**config.mk**
```make
export PLATFORM = sky130hd
export DESIGN_NAME = matrix_store_top
export DESIGN_NICKNAME = d
export VERILOG_FILES = /design/src/hdl/mstore_pkg.sv /design/src/hdl/matrix_store_top.sv /design/src/hdl/id_lookup.sv /design/src/hdl/slot_store.sv /design/src/hdl/entry_decoder.sv
export SDC_FILE = /design/constraint.sdc
export NUM_CORES = 2
export LEC_CHECK = 0
export BUFFER_PORTS_ARGS = -buffer_cell sky130_fd_sc_hd__buf_2
export CAP_MARGIN = 30
export CORE_MARGIN = 4
export CORE_UTILIZATION = 44
export DETAILED_ROUTE_END_ITERATION = 10
export SLEW_MARGIN = 10
export SYNTH_ARGS = -nofsm -noshare
export SYNTH_HDL_FRONTEND = slang
export SYNTH_SLANG_ARGS = --single-unit
```
**constraint.sdc**
```tcl
create_clock -name clk -period 24.3 [get_ports clk]
set_clock_uncertainty 0.05 [all_clocks]
set_input_delay 0 -clock clk [delete_from_list [all_inputs] [get_ports clk]]
set_output_delay 0 -clock clk [all_outputs]
set_load 0.03 [all_outputs]
```
**src/hdl/mstore_pkg.sv**
```systemverilog
`default_nettype none

package mstore_pkg;

    // ==================================================
    // Limits and widths
    // ==================================================
    localparam int MAX_DIM      = 5;
    localparam int MAX_ELEMS    = MAX_DIM * MAX_DIM;     // 25 elements
    localparam int ELEM_W       = 8;
    localparam int MAX_ELEM_VAL = 9;
    localparam int NUM_SLOTS    = 16;
    localparam int MAX_PER_TYPE = 2;                     // Kept per rows x cols pair
    localparam int ID_W         = 8;                     // ID 0 means "none"
    localparam int MAT_W        = MAX_ELEMS * ELEM_W;    // 200 bits

    localparam int DIM_W      = 4;
    localparam int SLOT_W     = $clog2(NUM_SLOTS);
    localparam int ELEM_CNT_W = $clog2(MAX_ELEMS);
    localparam int CNT_W      = $clog2(NUM_SLOTS + 1);   // Same-type counter
    localparam int AGE_W      = $clog2(MAX_PER_TYPE);

    localparam logic [AGE_W-1:0] OLDEST_AGE = AGE_W'(MAX_PER_TYPE - 1);

    // ==================================================
    // Types
    // ==================================================
    typedef logic [DIM_W-1:0]  dim_t;
    typedef logic [SLOT_W-1:0] slot_idx_t;

    typedef enum logic [1:0] {
        MODE_INPUT      = 2'b00,
        MODE_GEN_UNUSED = 2'b01,   // Generator removed, behaves as idle
        MODE_ACK0       = 2'b10,
        MODE_ACK1       = 2'b11
    } mode_e;

    typedef enum logic [2:0] {
        ST_IDLE,
        ST_GET_N,
        ST_GET_DATA,
        ST_DONE,
        ST_ERR
    } entry_state_e;

    // Element k sits at bits 8k+7:8k
    typedef struct packed {
        logic             valid;
        dim_t             rows;
        dim_t             cols;
        logic [MAT_W-1:0] data;
    } commit_t;

    typedef struct packed {
        logic             used;
        logic [ID_W-1:0]  id;
        dim_t             rows;
        dim_t             cols;
        logic [MAT_W-1:0] data;
    } slot_t;

    typedef slot_t [NUM_SLOTS-1:0] slot_table_t;

    typedef struct packed {
        dim_t             rows;
        dim_t             cols;
        logic [MAT_W-1:0] data;
    } read_result_t;

endpackage

`default_nettype wire
```
**src/hdl/matrix_store_top.sv**
```systemverilog
`default_nettype none

module matrix_store_top (
    input  logic                            clk,
    input  logic                            rst,
    input  logic                            wen_i,
    input  logic                            flush_i,
    input  mstore_pkg::mode_e               mode_i,
    input  logic [mstore_pkg::ELEM_W-1:0]   data_i,
    input  logic [mstore_pkg::ID_W-1:0]     read_id_a_i,
    input  logic [mstore_pkg::ID_W-1:0]     read_id_b_i,
    output mstore_pkg::read_result_t        mat_a_o,
    output mstore_pkg::read_result_t        mat_b_o,
    output logic                            input_done_o,
    output logic                            error_o
);
    import mstore_pkg::*;

    commit_t     commit;
    slot_table_t slot_table;

    // Decode byte stream into matrix commits
    entry_decoder u_entry_decoder (
        .clk          (clk),
        .rst          (rst),
        .wen_i        (wen_i),
        .flush_i      (flush_i),
        .mode_i       (mode_i),
        .data_i       (data_i),
        .commit_o     (commit),
        .input_done_o (input_done_o),
        .error_o      (error_o)
    );

    slot_store u_slot_store (
        .clk      (clk),
        .rst      (rst),
        .commit_i (commit),
        .table_o  (slot_table)
    );

    id_lookup u_id_lookup (
        .clk         (clk),
        .rst         (rst),
        .table_i     (slot_table),
        .read_id_a_i (read_id_a_i),
        .read_id_b_i (read_id_b_i),
        .mat_a_o     (mat_a_o),
        .mat_b_o     (mat_b_o)
    );

endmodule

`default_nettype wire

```
**src/hdl/id_lookup.sv**
```systemverilog
`default_nettype none

module id_lookup (
    input  logic                             clk,
    input  logic                             rst,
    input  mstore_pkg::slot_table_t          table_i,
    input  logic [mstore_pkg::ID_W-1:0]      read_id_a_i,
    input  logic [mstore_pkg::ID_W-1:0]      read_id_b_i,
    output mstore_pkg::read_result_t         mat_a_o,
    output mstore_pkg::read_result_t         mat_b_o
);
    import mstore_pkg::*;

    typedef struct packed {
        logic      found;
        slot_idx_t idx;
    } match_t;

    match_t match_a_q;
    match_t match_b_q;

    // Highest matching index wins
    function automatic match_t find_slot(slot_table_t tbl, logic [ID_W-1:0] id);
        match_t m;
        m = '0;
        for (int i = 0; i < NUM_SLOTS; i++) begin
            if (tbl[i].used && tbl[i].id == id) begin
                m.found = 1'b1;
                m.idx   = slot_idx_t'(i);
            end
        end
        return m;
    endfunction

    function automatic read_result_t fetch(slot_table_t tbl, match_t m);
        read_result_t r;
        r = '0;                             // Unknown ID reads as zeros
        if (m.found) begin
            r.rows = tbl[m.idx].rows;
            r.cols = tbl[m.idx].cols;
            r.data = tbl[m.idx].data;
        end
        return r;
    endfunction

    // ==================================================
    // Stage 1 search, stage 2 data
    // ==================================================
    always_ff @(posedge clk or posedge rst) begin
        if (rst) begin
            match_a_q <= '0;
            match_b_q <= '0;
            mat_a_o   <= '0;
            mat_b_o   <= '0;
        end else begin
            match_a_q <= find_slot(table_i, read_id_a_i);
            match_b_q <= find_slot(table_i, read_id_b_i);
            mat_a_o   <= fetch(table_i, match_a_q);
            mat_b_o   <= fetch(table_i, match_b_q);
        end
    end

    a_port_a_found : assert property (@(posedge clk) disable iff (rst)
        (mat_a_o != '0) |-> $past(match_a_q.found));

    a_port_b_found : assert property (@(posedge clk) disable iff (rst)
        (mat_b_o != '0) |-> $past(match_b_q.found));

endmodule

`default_nettype wire

```
**src/hdl/slot_store.sv**
```systemverilog
`default_nettype none

module slot_store (
    input  logic                    clk,
    input  logic                    rst,
    input  mstore_pkg::commit_t     commit_i,
    output mstore_pkg::slot_table_t table_o
);
    import mstore_pkg::*;

    // Control state
    logic [NUM_SLOTS-1:0] used_q;
    logic [AGE_W-1:0]     age_q [NUM_SLOTS];    // 0 is newest of its type
    logic [ID_W-1:0]      next_id_q;
    slot_idx_t            rr_ptr_q;

    // Payload
    logic [ID_W-1:0]  id_q   [NUM_SLOTS];
    dim_t             rows_q [NUM_SLOTS];
    dim_t             cols_q [NUM_SLOTS];
    logic [MAT_W-1:0] data_q [NUM_SLOTS];

    logic [NUM_SLOTS-1:0] same_type;
    logic [CNT_W-1:0]     same_cnt;
    logic                 free_found;
    logic                 old_found;
    slot_idx_t            free_idx;
    slot_idx_t            old_idx;
    slot_idx_t            wr_idx;
    logic                 use_rr;

    // ==================================================
    // Victim search
    // ==================================================
    always_comb begin
        same_cnt   = '0;
        free_found = 1'b0;
        free_idx   = '0;
        old_found  = 1'b0;
        old_idx    = '0;
        // Walk downwards so the lowest index wins
        for (int i = NUM_SLOTS - 1; i >= 0; i--) begin
            same_type[i] = used_q[i] && (rows_q[i] == commit_i.rows)
                           && (cols_q[i] == commit_i.cols);
            if (same_type[i]) begin
                same_cnt = same_cnt + 1'b1;
                if (age_q[i] == OLDEST_AGE) begin
                    old_found = 1'b1;
                    old_idx   = slot_idx_t'(i);
                end
            end
            if (!used_q[i]) begin
                free_found = 1'b1;
                free_idx   = slot_idx_t'(i);
            end
        end
    end

    always_comb begin
        use_rr = 1'b0;
        wr_idx = rr_ptr_q;
        if (same_cnt < CNT_W'(MAX_PER_TYPE)) begin
            if (free_found) begin
                wr_idx = free_idx;
            end else begin
                use_rr = 1'b1;              // Table full of other types
            end
        end else if (old_found) begin
            wr_idx = old_idx;               // Replace oldest of the pair
        end else begin
            use_rr = 1'b1;
        end
    end

    // ==================================================
    // Table update
    // ==================================================
    always_ff @(posedge clk or posedge rst) begin
        if (rst) begin
            used_q    <= '0;
            next_id_q <= ID_W'(1);
            rr_ptr_q  <= '0;
            for (int i = 0; i < NUM_SLOTS; i++) begin
                age_q[i] <= '0;
            end
        end else if (commit_i.valid) begin
            used_q[wr_idx] <= 1'b1;
            next_id_q      <= (next_id_q == '1) ? ID_W'(1) : next_id_q + 1'b1;
            if (use_rr) begin
                rr_ptr_q <= rr_ptr_q + 1'b1;
            end
            for (int i = 0; i < NUM_SLOTS; i++) begin
                if (slot_idx_t'(i) == wr_idx) begin
                    age_q[i] <= '0;
                end else if (same_type[i] && age_q[i] != OLDEST_AGE) begin
                    age_q[i] <= age_q[i] + 1'b1;    // Saturates at oldest
                end
            end
        end
    end

    always_ff @(posedge clk) begin
        if (commit_i.valid) begin
            id_q[wr_idx]   <= next_id_q;
            rows_q[wr_idx] <= commit_i.rows;
            cols_q[wr_idx] <= commit_i.cols;
            data_q[wr_idx] <= commit_i.data;
        end
    end

    always_comb begin
        for (int i = 0; i < NUM_SLOTS; i++) begin
            table_o[i] = '{used: used_q[i], id: id_q[i], rows: rows_q[i],
                           cols: cols_q[i], data: data_q[i]};
        end
    end

    // Committed entry lands in the table with a real ID
    a_id_nonzero : assert property (@(posedge clk) disable iff (rst)
        commit_i.valid |=> table_o[$past(wr_idx)].used && table_o[$past(wr_idx)].id != '0);

endmodule

`default_nettype wire

```
**src/hdl/entry_decoder.sv**
```systemverilog
`default_nettype none

module entry_decoder (
    input  logic                            clk,
    input  logic                            rst,
    input  logic                            wen_i,
    input  logic                            flush_i,
    input  mstore_pkg::mode_e               mode_i,
    input  logic [mstore_pkg::ELEM_W-1:0]   data_i,
    output mstore_pkg::commit_t             commit_o,
    output logic                            input_done_o,
    output logic                            error_o
);
    import mstore_pkg::*;

    entry_state_e          state_q;
    dim_t                  rows_q;
    dim_t                  cols_q;
    logic [ELEM_CNT_W-1:0] elem_cnt_q;
    logic [MAT_W-1:0]      buf_q;        // Cleared at entry start
    logic [MAT_W-1:0]      buf_next;
    logic [7:0]            elem_total;
    logic                  last_elem;
    logic                  valid_q;
    logic                  done_q;
    logic                  err_q;

    logic is_ack;
    logic dim_ok;
    logic elem_ok;
    logic take_rows;
    logic take_cols;
    logic take_elem;

    // ==================================================
    // Input qualification
    // ==================================================
    assign is_ack  = (mode_i == MODE_ACK0) || (mode_i == MODE_ACK1);
    assign dim_ok  = (data_i >= ELEM_W'(1)) && (data_i <= ELEM_W'(MAX_DIM));
    assign elem_ok = (data_i <= ELEM_W'(MAX_ELEM_VAL));

    assign take_rows = (state_q == ST_IDLE) && wen_i && (mode_i == MODE_INPUT);
    assign take_cols = (state_q == ST_GET_N) && wen_i && (mode_i == MODE_INPUT);
    assign take_elem = (state_q == ST_GET_DATA) && !flush_i && wen_i && elem_ok;

    assign elem_total = 8'(rows_q) * 8'(cols_q);
    assign last_elem  = (8'(elem_cnt_q) == elem_total - 8'd1);

    // Current byte merged into the buffer
    always_comb begin
        buf_next = buf_q;
        buf_next[elem_cnt_q*ELEM_W +: ELEM_W] = data_i;
    end

    // ==================================================
    // Entry FSM
    // ==================================================
    always_ff @(posedge clk or posedge rst) begin
        if (rst) begin
            state_q    <= ST_IDLE;
            elem_cnt_q <= '0;
            valid_q    <= 1'b0;
            done_q     <= 1'b0;
            err_q      <= 1'b0;
        end else begin
            valid_q <= 1'b0;               // Single-cycle strobe
            case (state_q)
                ST_IDLE: begin
                    if (take_rows) begin
                        if (dim_ok) begin
                            state_q <= ST_GET_N;
                        end else begin
                            err_q   <= 1'b1;
                            state_q <= ST_ERR;
                        end
                    end
                end
                ST_GET_N: begin
                    if (take_cols) begin
                        elem_cnt_q <= '0;
                        if (dim_ok) begin
                            state_q <= ST_GET_DATA;
                        end else begin
                            err_q   <= 1'b1;
                            state_q <= ST_ERR;
                        end
                    end
                end
                ST_GET_DATA: begin
                    if (flush_i) begin     // Early finish, rest stays zero
                        valid_q <= 1'b1;
                        done_q  <= 1'b1;
                        state_q <= ST_DONE;
                    end else if (wen_i) begin
                        if (!elem_ok) begin
                            err_q   <= 1'b1;
                            state_q <= ST_ERR;
                        end else if (last_elem) begin
                            valid_q <= 1'b1;
                            done_q  <= 1'b1;
                            state_q <= ST_DONE;
                        end else begin
                            elem_cnt_q <= elem_cnt_q + 1'b1;
                        end
                    end
                end
                ST_DONE: begin
                    if (is_ack) begin
                        done_q  <= 1'b0;
                        state_q <= ST_IDLE;
                    end
                end
                ST_ERR: begin
                    if (is_ack) begin
                        err_q   <= 1'b0;
                        state_q <= ST_IDLE;
                    end
                end
                default: state_q <= ST_IDLE;
            endcase
        end
    end

    // Dimensions and element buffer
    always_ff @(posedge clk) begin
        if (take_rows) begin
            rows_q <= data_i[DIM_W-1:0];
            buf_q  <= '0;
        end
        if (take_cols) begin
            cols_q <= data_i[DIM_W-1:0];
        end
        if (take_elem) begin
            buf_q <= buf_next;
        end
    end

    assign commit_o     = '{valid: valid_q, rows: rows_q, cols: cols_q, data: buf_q};
    assign input_done_o = done_q;
    assign error_o      = err_q;

    // Store sees at most one commit per entry
    a_commit_pulse : assert property (@(posedge clk) disable iff (rst)
        commit_o.valid |=> !commit_o.valid);

endmodule

`default_nettype wire

```
==> flow_metrics.tcl <==
set metrics [dict create \
    syn-num-nets 9174 \
    yosys-top-cells-count "edfxtp_1 (3,664), mux4_2 (2,080), clkbuf_1 (487)" \
    slowest_stage "buf_4" \
    finalHoldViolations 0 \
    async_reset_ff_share_pct 11.60 \
    synth_largest_area_cell "edfxtp_1" \
    cts.path.max_buffers 4 \
    min-delay-path-class "in -> reg" \
    hp-start "data_i[0]" \
    grt_pass1_vias 104534 \
    grt_usage_pct 25.32 \
    drive_above_1_share_pct 35.00 \
    dp_hpwl_um 333100 \
    via_count 99677 \
    critical_path.most_common_cell "ha_1" \
    r2r-start "u_entry_decoder.rows_q[1]" \
    ys.flop_type "edfxtp_1" \
    drv_cap 0 \
    status "finished, final reports clean" \
    dieArea_mm2 0.4330 \
    nFillCells 33737 \
    fin_crit_sh_pct 63.26 \
    area_growth_syn_to_layout_pct 13.49 \
    grt_antenna_before_repair 47 \
    tns_ns 0 \
    globalplace.congestion 0.8419 \
    firstDrtPassIters 6 \
    syn_area_mm2 0.1859 \
    regArea_mm2 0.1221 \
    io_buffer_count 447 \
    initial_core_util_pct 44.21 \
    wl_per_cell_um 35.24 \
    clock-sinks 4145 \
    ys_seq_elements 4145 \
    path_clk_slew_ns 0.06 \
    startpoint_type "flip-flop" \
    path_max_fanout 47 \
    rows 238 \
    ios 448 \
    cp.buffers_inverters 8 \
    tightest_slew_ns 1.145 \
    timing.fmax_ghz 0.06505 \
    core_area_mm2 0.4205 \
    cts_setup_buffers 0 \
    period_needed_ns 15.37 \
    finalWirelength_um 553000 \
    syn_inst 9103 \
    synth-seq-area-share_pct 65.66 \
    cpLargestDelayFamily "buffers and inverters" \
    leakagePower_nw 67.07 \
    required_ns 24.86 \
    crit_path_end_kind "flip-flop" \
    fin_nets 9720 \
    grt_overflow 0 \
    root_buffer "clkbuf_16" \
    worst-setup-path-type "reg -> reg" \
    drtIter0Drc 11552 \
    grt_max_degree 143 \
    grt_pass1_wl_um 788900 \
    cts_resized 0 \
    insertion_delay_ns 1.02 \
    die-width_um 658.0 \
    cp.arrival_ns 15.93 \
    synth_cell_types 78 \
    cts_buffers 441 \
    slowest_delay_ns 0.87 \
    rsz0062_at_grt "false" \
    yosysMostFrequentCell "edfxtp_1" \
    die_height_um 658.0 \
    synth.area.top_cells "edfxtp_1 (59%), mux4_2 (25%), dfrtp_1 (6.5%), and2_1 (1.5%), xnor2_1 (1.1%)" \
    ir_drop_mv 0.06005 \
    synth-edff-count 3664 \
    h-tree-depth 5 \
    syn_avg_cell_area_um2 20.42 \
    p_per_area_mw_per_mm2 73.64 \
    setup_viol 0 \
    ant_nets 0 \
    synth_top_area_share_pct 59.18 \
    crit_start "u_entry_decoder.rows_q[1]" \
    tritoncts "built" \
    multiInputGateArea_mm2 0.06136 \
    final_cell_area_mm2 0.2110 \
    drv_slew 0 \
    yosys_warnings 0 \
    place_area_mm2 0.1954 \
    slew_headroom_pct 23.66 \
    vias_per_cell 6.352 \
    drc_errors 0 \
]
[final timing paths]
kind | end | slack (ns) | cells after the start
min | u_entry_decoder.rows_q[0] | 0.09 | 3
min reg2reg | u_entry_decoder.error_o | 0.44 | 2
max reg2reg | u_slot_store.data_q[7][61] | 8.93 | 55
max in group asynchronous | u_id_lookup.mat_a_o[164] | 21.02 | 9
max | u_slot_store.data_q[7][61] | 8.93 | 55
min in group asynchronous | u_id_lookup.mat_a_o[18] | 0.22 | 4
[area by class of cell]
| type | instances | area share [%] |
|---|---|---|
| Multi-Input combinational cell | 4269 | 29.09 |
| Tap cell | 5640 | 3.345 |
| Timing Repair Buffer | 738 | 2.579 |
| Inverter | 54 | 0.1073 |
| Sequential cell | 4145 | 57.88 |
| Clock inverter | 251 | 1.261 |
| Clock buffer | 577 | 5.724 |
| Antenna cell | 19 | 0.02254 |
[timing repair]
| item | CTS | global route |
|---|---|---|
| hold buffers | 44 | 0 |
| setup endpoints to repair | 0 | 0 |
| endpoints found under the hold margin | 391 | 0 |
[report_power, final]
group / total (mW) / switching [mW] / internal (mW)
sequential: 8.07 / 0.187 / 7.89
combinational: 0.623 / 0.431 / 0.192
clock: 6.84 / 2.88 / 3.96
total: 15.5 / 3.50 / 12.0
[registers in the layout, indices dropped and copies added (netlist names)]
name                          flops
u_entry_decoder.input_done_o      1
u_slot_store.next_id_q            8
u_slot_store.cols_q              64
u_entry_decoder.buf_q           200
u_slot_store.rr_ptr_q             4
u_slot_store.rows_q              64
u_slot_store.used_q              16
u_entry_decoder.state_q           3
u_id_lookup.mat_b_o             208
u_id_lookup.match_a_q             5
u_entry_decoder.error_o           1
u_entry_decoder.valid_q           1
u_entry_decoder.elem_cnt_q        5
u_slot_store.age_q               16
u_entry_decoder.cols_q            4
u_slot_store.id_q               128
u_id_lookup.match_b_q             5
u_slot_store.data_q            3200
u_entry_decoder.rows_q            4
u_id_lookup.mat_a_o             208
[logic make-up after synthesis]
| group | share of synthesized area (%) |
|---|---|
| buffers and inverters | 1.429 |
| AOI/OAI and AO/OA | 0.8507 |
| muxes | 25.89 |
| adders and majority gates | 0.2961 |
| DFF | 65.66 |
| xor gates and xnor gates | 2.259 |
| and+or+nand+nor | 3.616 |
[layer usage]
layer	vias up	track usage, %	part of all wire, %
met2	4606	41.85	50
met1	54946	34.95	40
met4	6	7.979	3.4
met3	866	3.688	7.0
met5	-	0	0.0074
li1	39253	-	-
[worst register-to-register path: cells and delay by family (launching register included)]
kind / cells / cell delay (ns)
compound gates: 7 / 1.00
fa+ha+maj: 10 / 2.99
simple gates: 16 / 3.36
mux: 6 / 1.71
xor+xnor: 8 / 1.90
buf+inv: 8 / 3.61
flops: 1 / 0.32
[placed cells by master, fill, tap and decap left out, types with 36 or more instances in the layout]
| master | count |
|---|---|
| nor2_1 | 251 |
| mux2i_1 | 101 |
| edfxtp_1 | 3664 |
| nor3_1 | 51 |
| dfrtp_1 | 470 |
| xnor2_1 | 229 |
| clkbuf_16 | 452 |
| nand2_1 | 256 |
| bufinv_16 | 42 |
| xor2_1 | 218 |
| mux4_2 | 2080 |
| clkinv_1 | 70 |
| ha_1 | 36 |
| inv_1 | 48 |
| o21ai_0 | 49 |
| nand3_1 | 61 |
| clkinv_2 | 84 |
| a21oi_1 | 148 |
| dlygate4sd3_1 | 44 |
| nor4_1 | 47 |
| buf_2 | 447 |
| and2_1 | 451 |
| nand4_1 | 68 |
| clkbuf_1 | 93 |
| buf_4 | 190 |
[through the flow]
| stage | std cells | hold WS (ns) | setup WS, ns | util (%) | total power [mW] |
|---|---|---|---|---|---|
| 3_5_place_dp | 14787 | 0.1281 | 9.147 | 46.47 | 8.833 |
| 5_1_grt | 15683 | 0.04198 | 8.140 | 50.17 | 16.05 |
| 4_1_cts | 15659 | 0.009930 | 9.067 | 50.08 | 15.67 |
| 6_report | 15693 | 0.09479 | 8.928 | 50.17 | 15.54 |
| 2_1_floorplan | 9103 | 0.04887 | 2.198 | - | 8.504 |
| 3_3_place_gp | 14762 | 0.1027 | 8.986 | 46.33 | 8.807 |
No activity file was read; power rests on OpenSTA's default activity.
